`config.mk`:
```
export PLATFORM = sky130hd
export DESIGN_NAME = warp_fetcher_flat
export DESIGN_NICKNAME = d
export VERILOG_FILES = /design/src/common/bgpu_pkg.sv /design/src/common/frontend_if.sv /design/src/fetcher/warp_fetcher.sv /design/src/flat_wrapper.sv
export SDC_FILE = /design/constraint.sdc
export NUM_CORES = 1
export LEC_CHECK = 0
export BUFFER_PORTS_ARGS = -buffer_cell sky130_fd_sc_hd__buf_2
export CORE_AREA = 4 4 123 125
export DETAILED_ROUTE_END_ITERATION = 12
export DIE_AREA = 0 0 127 129
export GPL_ROUTABILITY_DRIVEN = 0
export GPL_TIMING_DRIVEN = 0
export PLACE_DENSITY_LB_ADDON = 0.25
export REMOVE_ABC_BUFFERS = 1
export SLEW_MARGIN = 10
export SYNTH_ARGS = -nofsm -noshare
export SYNTH_HDL_FRONTEND = slang
export SYNTH_SLANG_ARGS = --single-unit
```
`constraint.sdc`:
```
create_clock -name clk_i -period 2.14 [get_ports clk_i]
set_input_delay 0.107 -clock clk_i [delete_from_list [all_inputs] [get_ports clk_i]]
set_output_delay 0.107 -clock clk_i [all_outputs]
set_load 0.01 [all_outputs]
```
`src/common/bgpu_pkg.sv`:
```
/*
 * GPU front-end sizes and the basic warp, PC, mask and register index types
 */
`default_nettype none

package bgpu_pkg;

    // Compute unit dimensions
    localparam int unsigned NumWarps    = 4;
    localparam int unsigned WarpWidth   = 8;
    localparam int unsigned PcWidth     = 8;
    localparam int unsigned RegIdxWidth = 8;

    // Program storage in words
    localparam int unsigned ImemDepth = 256;

    // Derived widths and counts
    localparam int unsigned WidWidth        = $clog2(NumWarps);
    localparam int unsigned OperandsPerInst = 2;
    localparam int unsigned IssueDepth      = 2;

    typedef logic [WidWidth-1:0]    wid_t;
    typedef logic [PcWidth-1:0]     pc_t;
    typedef logic [WarpWidth-1:0]   act_mask_t;
    typedef logic [RegIdxWidth-1:0] reg_idx_t;

    // Scheduling state of one warp
    typedef enum logic [1:0] {
        IDLE,
        READY,
        WAITING
    } warp_state_e;

endpackage

`default_nettype wire
```
`src/common/frontend_if.sv`:
```
/*
 * Front-end links: fetch request, fetched instruction, decoded instruction
 * and the decoder's next-PC feedback to the fetcher
 */
`timescale 1ns/100ps
`default_nettype none

// Fetcher to instruction memory
interface fetch_req_if import bgpu_pkg::*; ();
    logic      valid;
    logic      ready;
    pc_t       pc;
    act_mask_t act_mask;
    wid_t      warp_id;

    modport sender (output valid, pc, act_mask, warp_id, input ready);
    modport receiver (input valid, pc, act_mask, warp_id, output ready);
endinterface


// Decoder feedback to the fetcher, no back-pressure
interface decoded_if import bgpu_pkg::*; ();
    logic decoded;
    logic stop_warp;
    wid_t warp_id;
    pc_t  next_pc;

    modport sender (output decoded, stop_warp, warp_id, next_pc);
    modport receiver (input decoded, stop_warp, warp_id, next_pc);
endinterface

`default_nettype wire

```
`src/fetcher/warp_fetcher.sv`:
```
/*
 * Warp fetcher: per-warp PC table with a round-robin pick of ready warps
 */
`timescale 1ns/100ps
`default_nettype none

module warp_fetcher import bgpu_pkg::*; (
    input  wire                clk_i,
    input  wire                reset_i,

    input  wire                start_i,
    input  wid_t               start_warp_id_i,
    input  pc_t                start_pc_i,
    input  act_mask_t          start_mask_i,
    output logic [NumWarps-1:0] warp_busy_o,

    fetch_req_if.sender        fetch_o,
    decoded_if.receiver        decoded_i
);
    warp_state_e state_q [NumWarps];
    pc_t         pc_q    [NumWarps];
    act_mask_t   mask_q  [NumWarps];

    wid_t last_q;
    logic lock_q;
    wid_t lock_wid_q;

    logic sel_valid;
    wid_t sel_wid;
    logic fetch_fire;

    // Round-robin search starting after the last granted warp
    always_comb begin : arbiter
        wid_t idx;
        sel_valid = 1'b0;
        sel_wid   = last_q;
        for (int unsigned i = 1; i <= NumWarps; i++) begin
            idx = last_q + wid_t'(i);
            if (!sel_valid && state_q[idx] == READY) begin
                sel_valid = 1'b1;
                sel_wid   = idx;
            end
        end
        // A stalled request keeps its warp until it transfers
        if (lock_q) begin
            sel_valid = 1'b1;
            sel_wid   = lock_wid_q;
        end
    end

    assign fetch_o.valid    = sel_valid;
    assign fetch_o.pc       = pc_q[sel_wid];
    assign fetch_o.act_mask = mask_q[sel_wid];
    assign fetch_o.warp_id  = sel_wid;

    assign fetch_fire = fetch_o.valid && fetch_o.ready;

    always_comb begin : busy
        for (int unsigned w = 0; w < NumWarps; w++) begin
            warp_busy_o[w] = state_q[w] != IDLE;
        end
    end

    // Start, fetch and feedback always touch different warps
    always_ff @(posedge clk_i) begin : state_table
        if (reset_i) begin
            for (int unsigned w = 0; w < NumWarps; w++) begin
                state_q[w] <= IDLE;
            end
            last_q <= '0;
            lock_q <= 1'b0;
        end else begin
            if (start_i && state_q[start_warp_id_i] == IDLE) begin
                state_q[start_warp_id_i] <= READY;
            end
            if (fetch_fire) begin
                state_q[sel_wid] <= WAITING;
                last_q           <= sel_wid;
            end
            if (decoded_i.decoded) begin
                state_q[decoded_i.warp_id] <= decoded_i.stop_warp ? IDLE : READY;
            end
            lock_q <= fetch_o.valid && !fetch_o.ready;
        end
    end

    always_ff @(posedge clk_i) begin : pc_table
        if (start_i && state_q[start_warp_id_i] == IDLE) begin
            pc_q[start_warp_id_i]   <= start_pc_i;
            mask_q[start_warp_id_i] <= start_mask_i;
        end
        if (decoded_i.decoded) begin
            pc_q[decoded_i.warp_id] <= decoded_i.next_pc;
        end
        lock_wid_q <= sel_wid;
    end

endmodule

`default_nettype wire

```
`src/flat_wrapper.sv`:
```
// flat-port wrapper written by rule: the top's interface ports become plain ports
module warp_fetcher_flat import bgpu_pkg::*;
  (clk_i, reset_i, start_i, start_warp_id_i, start_pc_i, start_mask_i, warp_busy_o, fetch_o_valid, fetch_o_pc, fetch_o_act_mask, fetch_o_warp_id, fetch_o_ready, decoded_i_decoded, decoded_i_stop_warp, decoded_i_warp_id, decoded_i_next_pc);
  fetch_req_if fetch_o_i ();
  decoded_if decoded_i_i ();
  input  wire clk_i;
  input  wire reset_i;
  input  wire start_i;
  input  wid_t start_warp_id_i;
  input  pc_t start_pc_i;
  input  act_mask_t start_mask_i;
  output logic [NumWarps-1:0] warp_busy_o;
  output wire logic [$bits(fetch_o_i.valid)-1:0] fetch_o_valid;
  output wire logic [$bits(fetch_o_i.pc)-1:0] fetch_o_pc;
  output wire logic [$bits(fetch_o_i.act_mask)-1:0] fetch_o_act_mask;
  output wire logic [$bits(fetch_o_i.warp_id)-1:0] fetch_o_warp_id;
  input wire logic [$bits(fetch_o_i.ready)-1:0] fetch_o_ready;
  input wire logic [$bits(decoded_i_i.decoded)-1:0] decoded_i_decoded;
  input wire logic [$bits(decoded_i_i.stop_warp)-1:0] decoded_i_stop_warp;
  input wire logic [$bits(decoded_i_i.warp_id)-1:0] decoded_i_warp_id;
  input wire logic [$bits(decoded_i_i.next_pc)-1:0] decoded_i_next_pc;
  assign fetch_o_valid = fetch_o_i.valid;
  assign fetch_o_pc = fetch_o_i.pc;
  assign fetch_o_act_mask = fetch_o_i.act_mask;
  assign fetch_o_warp_id = fetch_o_i.warp_id;
  assign fetch_o_i.ready = fetch_o_ready;
  assign decoded_i_i.decoded = decoded_i_decoded;
  assign decoded_i_i.stop_warp = decoded_i_stop_warp;
  assign decoded_i_i.warp_id = decoded_i_warp_id;
  assign decoded_i_i.next_pc = decoded_i_next_pc;
  warp_fetcher u_core (.clk_i(clk_i), .reset_i(reset_i), .start_i(start_i), .start_warp_id_i(start_warp_id_i), .start_pc_i(start_pc_i), .start_mask_i(start_mask_i), .warp_busy_o(warp_busy_o), .fetch_o(fetch_o_i), .decoded_i(decoded_i_i));
endmodule
```
[Word level (Yosys, flattened, before mapping)]
Memory sizes are Yosys's and may differ from the RTL's. A register that Yosys moved wholly into a read port is not among the register bits.
Index checks and enable logic that the tools add are counted.
W data, S select, Z words.
Cells by class
  add/sub/neg operators: 3
  equal/unequal tests: 4
  muxes and demuxes: 35
  reduce and logical (&&, ||, !) cells: 18
Operators with widths (count)
  $mux W2: 13
  $mux W1: 22
  $eq A2 B1 Y1 const B: 4
  $reduce_bool A2 Y1: 4
  $logic_and A1 B1 Y1: 6
  $reduce_or A2 Y1: 3
  $add A2 B2 Y2 const B: 2
  $logic_not A1 Y1: 4
  $add A2 B1 Y2 const B: 1
  $logic_not A2 Y1: 1
Storage, ports and cells
  register bits after elaboration: 5
  bits in writable memories: 72
  input port bits: 34
  output and inout port bits: 23
  logic and storage cells: 66
  memories: 3
Memories
  u_core.mask_q: words 4, width 8, rd ports 1, clocked after memory_dff 0, write ports 1, line warp_fetcher.sv:22  | act_mask_t mask_q [NumWarps];
  u_core.pc_q: words 4, width 8, rd ports 1, clocked after memory_dff 0, write ports 2, line warp_fetcher.sv:21  | pc_t pc_q [NumWarps];
  u_core.state_q: words 4, width 2, rd ports 9, clocked after memory_dff 1, write ports 4, line warp_fetcher.sv:20  | warp_state_e state_q [NumWarps];

[Logic depth before layout (Yosys ltp)]
Gate-level depths: netlist of run 1.
An unclocked memory read counts as a cell.
  word-level depth: 20
  depth in mapped cells: 7
  mapped depth without buffers: 7

[Worst setup path after synthesis of run 1]
OpenSTA, ideal clock, no wires.
  path kind: register to register
  start: register u_core.last_q[1]
  end: memory u_core.state_q[0][0] (netlist bit), enable pin
  arrival time: 1.894 ns
  required time: 1.819 ns
  setup slack: -0.075 ns
  stages on the path, launching flop included: 8
  buffers on the path: 2
  cells stage by stage: dfxtp_1 -> buf_6 -> or3b_4 -> a311oi_4 -> o21a_4 -> buf_6 -> nor2_4 -> o311ai_2
RTL lines
  start, declared: line warp_fetcher.sv:24  | wid_t last_q;
  start signal, assigned: line warp_fetcher.sv:78  | last_q <= sel_wid;
  end, declared: line warp_fetcher.sv:20

==> results of run 1 <==
-- power by group through the flow --
stage	clock network [mW]	registers, mW	logic, mW
detailed placement	0	2.05	3.17
CTS	1.53	2.02	4.38
finish	1.50	2.04	4.92
global route	1.59	2.07	5.22
floorplan	0	2.00	1.88
global placement	0	2.04	2.99
-- worst min-delay path by stage --
stage	start	to	slack, ps
floorplan	reset_i	u_core.lock_q	180
global placement	start_mask_i[4]	u_core.mask_q[2][4]	320
detailed placement	start_mask_i[4]	u_core.mask_q[1][4]	330
CTS	start_mask_i[7]	u_core.mask_q[1][7]	3
global route	start_mask_i[7]	u_core.mask_q[1][7]	10
finish	start_mask_i[7]	u_core.mask_q[1][7]	10
-- registers in the layout (all words and copies together), names as in the netlist, named ones only --
register           count
u_core.lock_wid_q      2
u_core.mask_q         32
u_core.state_q         8
u_core.lock_q          1
u_core.pc_q           32
u_core.last_q          2
-- metrics by stage --
| step | hold slack, ps | setup slack, ps | instances | utilization, % |
|---|---|---|---|---|
| final | 14.56 | -418.9 | 641 | 40.63 |
| after global routing | 11.67 | -481.6 | 641 | 40.63 |
| after floorplan | 179.8 | -999.2 | 338 | - |
| after detailed placement | 328.5 | -1032 | 578 | 32.99 |
| after CTS | 2.870 | -419.1 | 631 | 38.71 |
| after global placement | 322.4 | -2229 | 574 | 32.22 |
-- synth_stat cells, types with 2 or more instances --
library cell and instances:
edfxtp_1 68, o21ai_0 10, nor2b_1 11, nand3b_1 3, nand4_1 4, and2_1 2, and3_1 18, mux2_2 25
nand3_1 7, o21ai_1 12, a31oi_1 35, nor2_1 10, a32oi_1 16, inv_1 11, a21oi_1 4, dfxtp_1 11
nand2b_1 5, nor3_1 3, buf_2 4, o211ai_1 3, nand2_1 51, clkbuf_1 10, a311oi_1 3, buf_6 6
-- critical path, delay by kind of cell, from the launching register on --
kind                   cells  cell delay, ps
and+or+nand+nor            1             400
buffers and inverters      4             620
DFF                        1             360
AOI/OAI and AO/OA          4             730
-- per-layer routing --
layer | wire (um) | share of wire [%]
met5 | 0 | 0
met4 | 142 | 1.1
met3 | 840 | 6.4
met2 | 6769 | 51
met1 | 5417 | 41
-- cells in the final DEF (no fill, tap or decap), types with 5 or more instances in the layout --
| cell | instances |
|---|---|
| buf_4 | 20 |
| a31oi_1 | 25 |
| nor2_1 | 10 |
| a31oi_2 | 6 |
| mux2_2 | 24 |
| a32oi_2 | 5 |
| a32oi_1 | 11 |
| clkbuf_16 | 9 |
| edfxtp_1 | 68 |
| nand2_1 | 48 |
| nor2b_1 | 8 |
| buf_2 | 55 |
| nand3_1 | 6 |
| and3_1 | 16 |
| o21ai_0 | 8 |
| dlygate4sd3_1 | 8 |
| dfxtp_1 | 7 |
| inv_1 | 10 |
| o21ai_1 | 12 |
| buf_6 | 10 |
-- kinds of logic after synthesis --
| logic type | Yosys count |
|---|---|
| flops | 79 |
| mux | 26 |
| compound gates | 99 |
| simple gates | 123 |
| buf+inv | 34 |
-- final cells by class --
cell class,count,area [um2]
Timing Repair Buffer,103,838.3
Tap cell,180,225.2
Clock buffer,9,225.2
Clock inverter,7,63.81
Fill cell,1309,8242
Multi-Input combinational cell,252,1973
Inverter,11,43.79
Sequential cell,79,2270
-- repair_timing --
item,4_1_cts,5_1_grt
endpoints found under the setup margin,35,31
gates resized for setup,29,36
cloned,7,0
hold endpoints to repair,29,0
buffers inserted,22,10
pin swaps,26,17
hold buffers,8,0
==> impl_metrics.csv, run 1 <==
group,metric,value,unit
yosys,synthFlopType,"edfxtp_1",
setup_path,critical_path.max_stage_delay,400,ps
yosys,synth_top_family_by_area,"compound AO/OA/AOI/OAI gates",
floorplanning,fp.dieW,127,um
sta,timing.final.crit_period,2559,ps
global_routing,grt_pass1_wl,19.82,mm
sta,final-setup-viol-count,27,
global_routing,grt_use_met2,28.24,%
route,drt_wl_total,13.17,mm
global_routing,grt.total_usage,15.94,%
sta,worst_slew_pin_slew,860.9,ps
setup_path,cp-startpoint,"u_core.state_q[2][0]",
route,via_per_inst,5.348,
worst_hold_path,hold_class,"in -> reg",
pwr,powerDensity,1500,nW/um2
yosys,synth_edf_count,68,
pwr,power_leakage,2.093,nW
setup_path,endpoint_kind,"primary output",
route,first_pass_iters,4,
setup_path,worstPathArrival,2450,ps
clock_tree,clk_latency,340,ps
setup_path,r2r_cells,9,
setup_path,reg2reg_from,"u_core.state_q[2][0]",
floorplanning,die_h,129,um
clock_tree,cts_tree,"built",
clock_tree,htreeDepth,3,
worst_hold_path,min_path_cells,1,
global_routing,met3_usage,2.989,%
sta,max_freq,390.8,MHz
floorplanning,coreArea,13880,um2
yosys,synth_seq_cells,79,
route,ant_nets,0,
yosys,ys_types,53,
floorplanning,die_area,16380,um2
yosys,synth_top_area_cell,"edfxtp_1",
setup_path,slowest_stage,"or3b_4",
global_routing,grt_util_met1,19.74,%
final_layout,fin_area,5639,um2
route,drcViolationCount,0,
yosys,synth-simple-area-share,15.49,%
sta,fin_ws,-418.9,ps
yosys,synth-xor-area-share,0,%
floorplanning,rows,43,
clock_tree,cts_num_sinks,79,
yosys,synth-compound-area-share,17.49,%
final_layout,nNetsFinal,490,
final_layout,drive_above_1_share,41.00,%
yosys,synth-adder-area-share,0,%
pwr,seqPwrFrac,24.1,%
clock_tree,clockRootBuffer,"clkbuf_16",
flow_run,cap_violations,0,
yosys,synth-seq-area-share,54.90,%
yosys,syn_area,4120,um2
clock_tree,cts_buffer_depth,2,
route,vias,3428,
setup_path,crit_path_cell_trace,"or3b_4, a311oi_4, buf_4, buf_6, o21ai_4, buf_12, a31oi_2, a32oi_2, buf_2",
global_routing,top_usage_layer,"met2",
clock_tree,numCtsBuffers,9,
setup_path,crit_end,"fetch_o_pc[7]",
route,wire_per_inst,20.54,um
sta,drv_slew,0,
yosys,async_flop_share,0,%
setup_path,crit_type,"reg -> out",
pwr,power_frac_comb,58.1,%
global_routing,gr-total-overflow,0,
setup_path,start_kind,"flip-flop",
pwr,sw_frac_of_total,39.83,%
floorplanning,start_util,29.68,%
yosys,syn-instance-count,361,
outcome,violations,"setup timing",
global_routing,grt_max_degree,21,
yosys,ys_top_cells_by_area,"edfxtp_1 (50%), mux2_2 (6.8%), dfxtp_1 (5.3%)",
outcome,status,"complete, but fails checks",
setup_path,ff2ff_setup_slack,-310,ps
pwr,ir_drop,0.5064,mV
floorplanning,io_pins,57,
pwr,power_frac_clock,17.8,%
setup_path,reg2reg_to,"u_core.state_q[0][0]",
yosys,synth_area_per_cell,11.41,um2
sta,clock-skew-final,5.878,ps
placement,io_buffers,56,
clock_tree,clk_pin_slew,60,ps
global_routing,grt_pass1_vias,3451,
placement,dpl_cell_area,4579,um2
yosys,synth.top_cell.area_share,49.56,%
pwr,total_power,8.459,mW
yosys,yosysWarnings,0,
yosys,synth.area.mux_share,7.379,%
sta,rsz0062_at_grt,"true",
route,drt-initial-drc-count,244,
final_layout,area_delta_synth_final,36.87,%
final_layout,num_antenna_cells,0,
sta,hold_viol,0,
placement,hpwl,7.598,mm
setup_path,cp.required,2030,ps
pwr,power_switching,3.370,mW
global_routing,grt_antenna_before_repair,0,
sta,timing.slew.headroom,42.35,%
sta,period_share,119.6,%
sta,setup_tns,-8478,ps
setup_path,path_max_fanout,9,
pwr,power.internal,5.090,mW
Power figures use the tool's default switching activity.
==> run 2: changes to the inputs <==
==> constraint.sdc (replaced) <==
create_clock -name clk_i -period 2.4 [get_ports clk_i]
set_input_delay 0.12 -clock clk_i [delete_from_list [all_inputs] [get_ports clk_i]]
set_output_delay 0.12 -clock clk_i [all_outputs]
set_load 0.01 [all_outputs]
==> run 2 against run 1 <==
  * The flow still finishes with violations (setup timing)
  * Via count decreased by 1.0%
  * Worst setup slack gained 240 ps
  * Wire length fell by 2.6%
  * Sequential share of layout area is 2.1 points higher
  * Core utilization shrank 2.0 points
  * Global-route usage down 0.20 points
  * Critical path depth is the same
  * Clock skew is essentially flat
  * Register-to-register slack gained 380 ps
  * Clock power is 10% lower
  * Combinational power down 22%
  * Critical path type unchanged
  * Highest routed layer unchanged
==> impl_metrics.csv, run 2 (same netlist as run 1, synthesis figures left out) <==
group,metric,value,unit
pwr,powerDensity,1306,nW/um2
floorplanning,io_pins,57,
route,first_pass_iters,5,
route,wire_per_inst,20.38,um
sta,timing.slew.headroom,41.81,%
setup_path,crit_type,"reg -> out",
pwr,power_leakage,2.006,nW
outcome,status,"complete, but fails checks",
sta,fin_ws,-177.7,ps
setup_path,slowest_stage,"or3b_4",
clock_tree,cts_buffer_depth,2,
setup_path,cp.required,2280,ps
placement,io_buffers,56,
floorplanning,die_h,129,um
floorplanning,rows,43,
sta,worst_slew_pin_slew,869.1,ps
placement,hpwl,7.598,mm
floorplanning,coreArea,13880,um2
final_layout,area_delta_synth_final,30.15,%
pwr,power_frac_comb,54.9,%
final_layout,layout_commonest_cell,"edfxtp_1",
setup_path,crit_path_cell_trace,"or3b_4, a311oi_4, buf_4, buf_6, o21a_4, buf_6, o21ai_2, a32oi_1, buf_2",
pwr,seqPwrFrac,25.8,%
route,drcViolationCount,0,
global_routing,grt.total_usage,15.74,%
setup_path,path_max_fanout,6,
final_layout,num_antenna_cells,0,
clock_tree,cts_num_sinks,79,
pwr,power.internal,4.179,mW
global_routing,grt_pass1_wl,19.61,mm
setup_path,critical_path.max_stage_delay,390,ps
global_routing,gr-total-overflow,0,
global_routing,grt_use_met2,27.83,%
route,drt_wl_total,12.82,mm
outcome,violations,"setup timing",
sta,period_share,107.4,%
global_routing,grt_pass1_vias,3448,
global_routing,top_usage_layer,"met2",
floorplanning,start_util,29.68,%
route,via_per_inst,5.394,
setup_path,endpoint_kind,"primary output",
sta,final-setup-viol-count,16,
setup_path,start_kind,"flip-flop",
final_layout,drive_above_1_share,36.08,%
setup_path,worstPathArrival,2460,ps
clock_tree,cts_tree,"built",
setup_path,cp_common_cell,"buf_6",
pwr,ir_drop,0.4417,mV
setup_path,ff2ff_setup_slack,70,ps
sta,timing.final.crit_period,2578,ps
floorplanning,fp.dieW,127,um
pwr,power_frac_clock,19.3,%
final_layout,fin_cells,629,
global_routing,met3_usage,3.155,%
global_routing,grt_antenna_before_repair,0,
final_layout,final_cell_mix,"edfxtp_1 (68), buf_2 (57), nand2_1 (48), a31oi_1 (34), mux2_2 (25)",
pwr,power_switching,2.825,mW
flow_run,cap_violations,0,
final_layout,nNetsFinal,478,
route,vias,3393,
floorplanning,die_area,16380,um2
clock_tree,htreeDepth,3,
global_routing,grt_max_degree,21,
sta,clock-skew-final,6.045,ps
sta,drv_slew,0,
worst_hold_path,hold_class,"in -> reg",
final_layout,top_regs,"u_core.mask_q (32), u_core.pc_q (32), u_core.state_q (8)",
sta,whs,9.455,ps
sta,hold_viol,0,
sta,rsz0062_at_grt,"true",
pwr,sw_frac_of_total,40.33,%
placement,dp_cells,578,
global_routing,grt_util_met1,19.32,%
sta,max_freq,387.9,MHz
clock_tree,clockRootBuffer,"clkbuf_16",
route,drt-initial-drc-count,176,
clock_tree,clk_latency,340,ps
clock_tree,clk_pin_slew,60,ps
clock_tree,numCtsBuffers,9,
route,ant_nets,0,
## run 2: cell types whose count changed in the layout (fill, tap and decap cells not counted), sizes merged
cell	change
dlygate4sd3	-1
buf	-11
## run 2: through the flow
stage	total power [mW]	area [um2]	util [%]	setup WS (ps)	TNS, ps
after global placement	4.487	4472	32.22	-1969	-46380
final	7.004	5363	38.63	-177.7	-2132
after CTS	6.799	5250	37.82	-173.0	-2551
after global routing	7.341	5363	38.63	-240.2	-3295
after floorplan	3.467	3966	-	-739.2	-8734
after detailed placement	4.657	4579	32.99	-785.5	-18750
## run 2: what timing repair did
action                                  in CTS  in global routing
pin swaps                                   20                  9
buffers inserted                            17                  5
hold buffers                                 7                  0
endpoints found under the hold margin       25                  0
gates resized for setup                     17                 17
gates cloned                                 6                  0
endpoints found under the setup margin      33                 23
## run 2: cell type report
class	count	area (um2)
clock buffers	9	225.2
clock inverters	7	63.81
fillers	1343	8518
inverters	11	41.29
multi-input cells	252	1844
flip-flops and latches	79	2268
well taps	180	225.2
repair buffers	91	694.4
## run 2: path summary, 6_finish.rpt
kind | startpoint | to | cells past startpoint
worst max-delay path | u_core.state_q[2][0] | fetch_o_pc[6] | 9
worst min-delay path | start_mask_i[3] | u_core.mask_q[0][3] | 1
worst max register to register | u_core.state_q[2][0] | u_core.state_q[2][0] | 9
worst min register to register | u_core.state_q[2][1] | u_core.state_q[2][1] | 2
## run 2: worst max-delay path, delay by kind of cell (launching register included)
family | cells | cell delay [ps]
buffers and inverters | 4 | 600
AO/OA/AOI/OAI | 4 | 770
flip-flops | 1 | 350
AND/OR/NAND/NOR | 1 | 390
## run 2: per-layer routing
metal	routed length (um)	share of wire (%)	vias up
met4	214	1.7	0
met1	5529	43	1709
met2	6574	51	81
li1	-	-	1587
met3	503	3.9	16
met5	0	0	-
## run 2: power by group through the flow
stage | clock [mW] | sequential (mW) | combinational, mW
6_report | 1.35 | 1.81 | 3.84
5_1_grt | 1.42 | 1.83 | 4.09
4_1_cts | 1.37 | 1.79 | 3.64
3_5_place_dp | 0 | 1.83 | 2.83
3_3_place_gp | 0 | 1.82 | 2.66
2_1_floorplan | 0 | 1.79 | 1.68
==> run 3: changes to the inputs <==
--- a/config.mk
+++ b/config.mk
@@ -6,9 +6,9 @@
 export NUM_CORES = 1
 export LEC_CHECK = 0
 export BUFFER_PORTS_ARGS = -buffer_cell sky130_fd_sc_hd__buf_2
-export CORE_AREA = 4 4 123 125
+export CORE_AREA = 2 2 121 123
 export DETAILED_ROUTE_END_ITERATION = 12
-export DIE_AREA = 0 0 127 129
+export DIE_AREA = 0 0 123 125
 export GPL_ROUTABILITY_DRIVEN = 0
 export GPL_TIMING_DRIVEN = 0
 export PLACE_DENSITY_LB_ADDON = 0.25
==> run 3 against run 2 <==
  * Sequential power about the same
  * Combinational power decreased by 7.8%
  * Via count decreased by 3.3%
  * Clock skew increased by 4.7 ps
  * Register-to-register slack got worse by 40 ps
  * First-iteration DRC count increased by 44%
  * Critical path depth decreased by 1
  * The run still ends with setup timing left
  * Worst setup slack improved by 41 ps
  * Wire length decreased by 8.7%
  * Sequential cell count unchanged
==> impl_metrics.csv, run 3 (same netlist as run 1, synthesis figures left out) <==
group,metric,value,unit
setup_path,reg2reg_from,"u_core.state_q[2][0]",
sta,timing.final.crit_period,2537,ps
floorplanning,die_h,125,um
final_layout,area_delta_synth_final,27.06,%
outcome,status,"complete, but fails checks",
setup_path,endpoint_kind,"primary output",
sta,clock-skew-final,10.78,ps
setup_path,crit_path_cell_trace,"or3b_4, a311oi_4, buf_6, buf_6, and3_1, a31oi_1, a32oi_1, buf_2",
clock_tree,clk_pin_slew,60,ps
floorplanning,die_area,15380,um2
final_layout,nNetsFinal,469,
clock_tree,htreeDepth,3,
setup_path,critical_path.max_stage_delay,410,ps
route,vias,3281,
pwr,ir_drop,0.4148,mV
worst_hold_path,hold_class,"in -> reg",
floorplanning,coreArea,14200,um2
clock_tree,clockRootBuffer,"clkbuf_16",
setup_path,cp_common_cell,"buf_6",
setup_path,worstPathArrival,2420,ps
sta,hold_viol,0,
clock_tree,cts_num_sinks,79,
placement,io_buffers,56,
clock_tree,cts_buffer_depth,2,
final_layout,drive_above_1_share,35.00,%
sta,fin_ws,-137.1,ps
global_routing,grt_antenna_before_repair,0,
sta,setup_tns,-1393,ps
final_layout,final_cell_mix,"edfxtp_1 (68), buf_2 (55), nand2_1 (50), a31oi_1 (34), mux2_2 (25)",
final_layout,final_util,36.86,%
route,wire_per_inst,18.75,um
pwr,powerDensity,1278,nW/um2
setup_path,path_max_fanout,8,
floorplanning,rows,44,
flow_run,cap_violations,0,
route,drt-initial-drc-count,254,
placement,hpwl,7.308,mm
final_layout,layout_commonest_cell,"edfxtp_1",
clock_tree,numCtsBuffers,9,
global_routing,grt_max_degree,38,
global_routing,grt_pass1_wl,18.02,mm
route,via_per_inst,5.258,
final_layout,fill_cells,1420,
clock_tree,clk_latency,340,ps
sta,worst_slew_pin_slew,915.9,ps
final_layout,top_regs,"u_core.mask_q (32), u_core.pc_q (32), u_core.state_q (8)",
pwr,power_leakage,1.929,nW
setup_path,cp-startpoint,"u_core.state_q[2][0]",
route,drt_wl_total,11.70,mm
setup_path,critPathTopFamily,"compound AO/OA/AOI/OAI gates",
floorplanning,fp.dieW,123,um
setup_path,path_buf_inv,3,
setup_path,crit_type,"reg -> out",
route,drcViolationCount,0,
route,first_pass_iters,4,
setup_path,cp.required,2280,ps
setup_path,start_kind,"flip-flop",
sta,final-setup-viol-count,16,
outcome,violations,"setup timing",
floorplanning,io_pins,57,
sta,rsz0062_at_grt,"true",
clock_tree,cts_tree,"built",
sta,max_freq,394.2,MHz
global_routing,grt_pass1_vias,3320,
sta,timing.slew.headroom,38.94,%
sta,period_share,105.7,%
final_layout,num_antenna_cells,0,
setup_path,slowest_stage,"or3b_4",
route,ant_nets,0,
floorplanning,start_util,29.01,%
worst_hold_path,hold_start,"start_mask_i[3]",
sta,drv_slew,0,
global_routing,grt.total_usage,15.54,%
global_routing,gr-total-overflow,0,
-- run 3: cell types whose count changed in the layout (fill, tap and decap cells not counted), moves of 2 or more --
cell / before / now
dlygate4sd3_1: 7 / 3
and3_1: 18 / 15
and3_4: 0 / 3
buf_12: 4 / 2
buf_16: 3 / 1
buf_2: 57 / 55
dfxtp_2: 2 / 0
nand2_1: 48 / 50
o21ai_0: 8 / 10
o21ai_2: 2 / 0
-- run 3: through the flow --
step	cells	power (mW)	hold WS, ps	area (um2)	worst slack, ps
finish	624	6.688	7.767	5235	-137.1
global route	624	7.057	3.375	5235	-228.3
CTS	617	6.392	0.4925	5076	-180.7
detailed placement	581	4.626	344.1	4561	-683.6
global placement	578	4.455	340.6	4477	-1900
floorplan	338	3.467	192.8	3966	-739.2
-- run 3: worst reg2reg max path: cells and delay by family (launching register included) --
family	cells	cell delay (ps)
flops	1	390
simple gates	2	460
buf+inv	3	440
compound gates	3	770
-- run 3: path summary, 6_finish.rpt --
kind | depth (start not counted) | end | slack (ps)
min | 1 | u_core.mask_q[1][3] | 8
min reg2reg | 2 | u_core.state_q[3][1] | 510
max reg2reg | 8 | u_core.state_q[0][0] | 30
max | 8 | fetch_o_act_mask[7] | -140
-- run 3: final cells by class --
class | instances | area [um2] | area share, %
repair buffers | 84 | 583.1 | 11.14
multi-input cells | 250 | 1818 | 34.73
clock buffers | 10 | 229.0 | 4.374
flip-flops and latches | 79 | 2270 | 43.36
inverters | 11 | 45.04 | 0.8604
clock inverters | 6 | 60.06 | 1.147
well taps | 184 | 230.2 | 4.398
-- run 3: layer usage --
metal	track usage [%]	vias up	wire length (um)	part of all wire, %
met5	0	-	0	0
met4	5.080	0	171	1.5
met3	3.422	15	700	6.0
met2	26.84	110	6037	52
met1	19.05	1600	4791	41
li1	-	1556	-	-
-- run 3: what timing repair did --
item | in CTS | in global routing
pin swaps | 13 | 18
hold endpoints to repair | 11 | 0
hold buffers | 3 | 0
endpoints found under the setup margin | 32 | 28
gates cloned | 2 | 0
setup buffers | 15 | 7
resized for setup | 11 | 19
-- run 3: power breakdown --
part	internal (mW)	switching, mW	total [mW]	leakage, nW
Combinational	1.56	1.98	3.54	1.06
Clock	0.801	0.527	1.33	0.140
Sequential	1.68	0.137	1.82	0.724
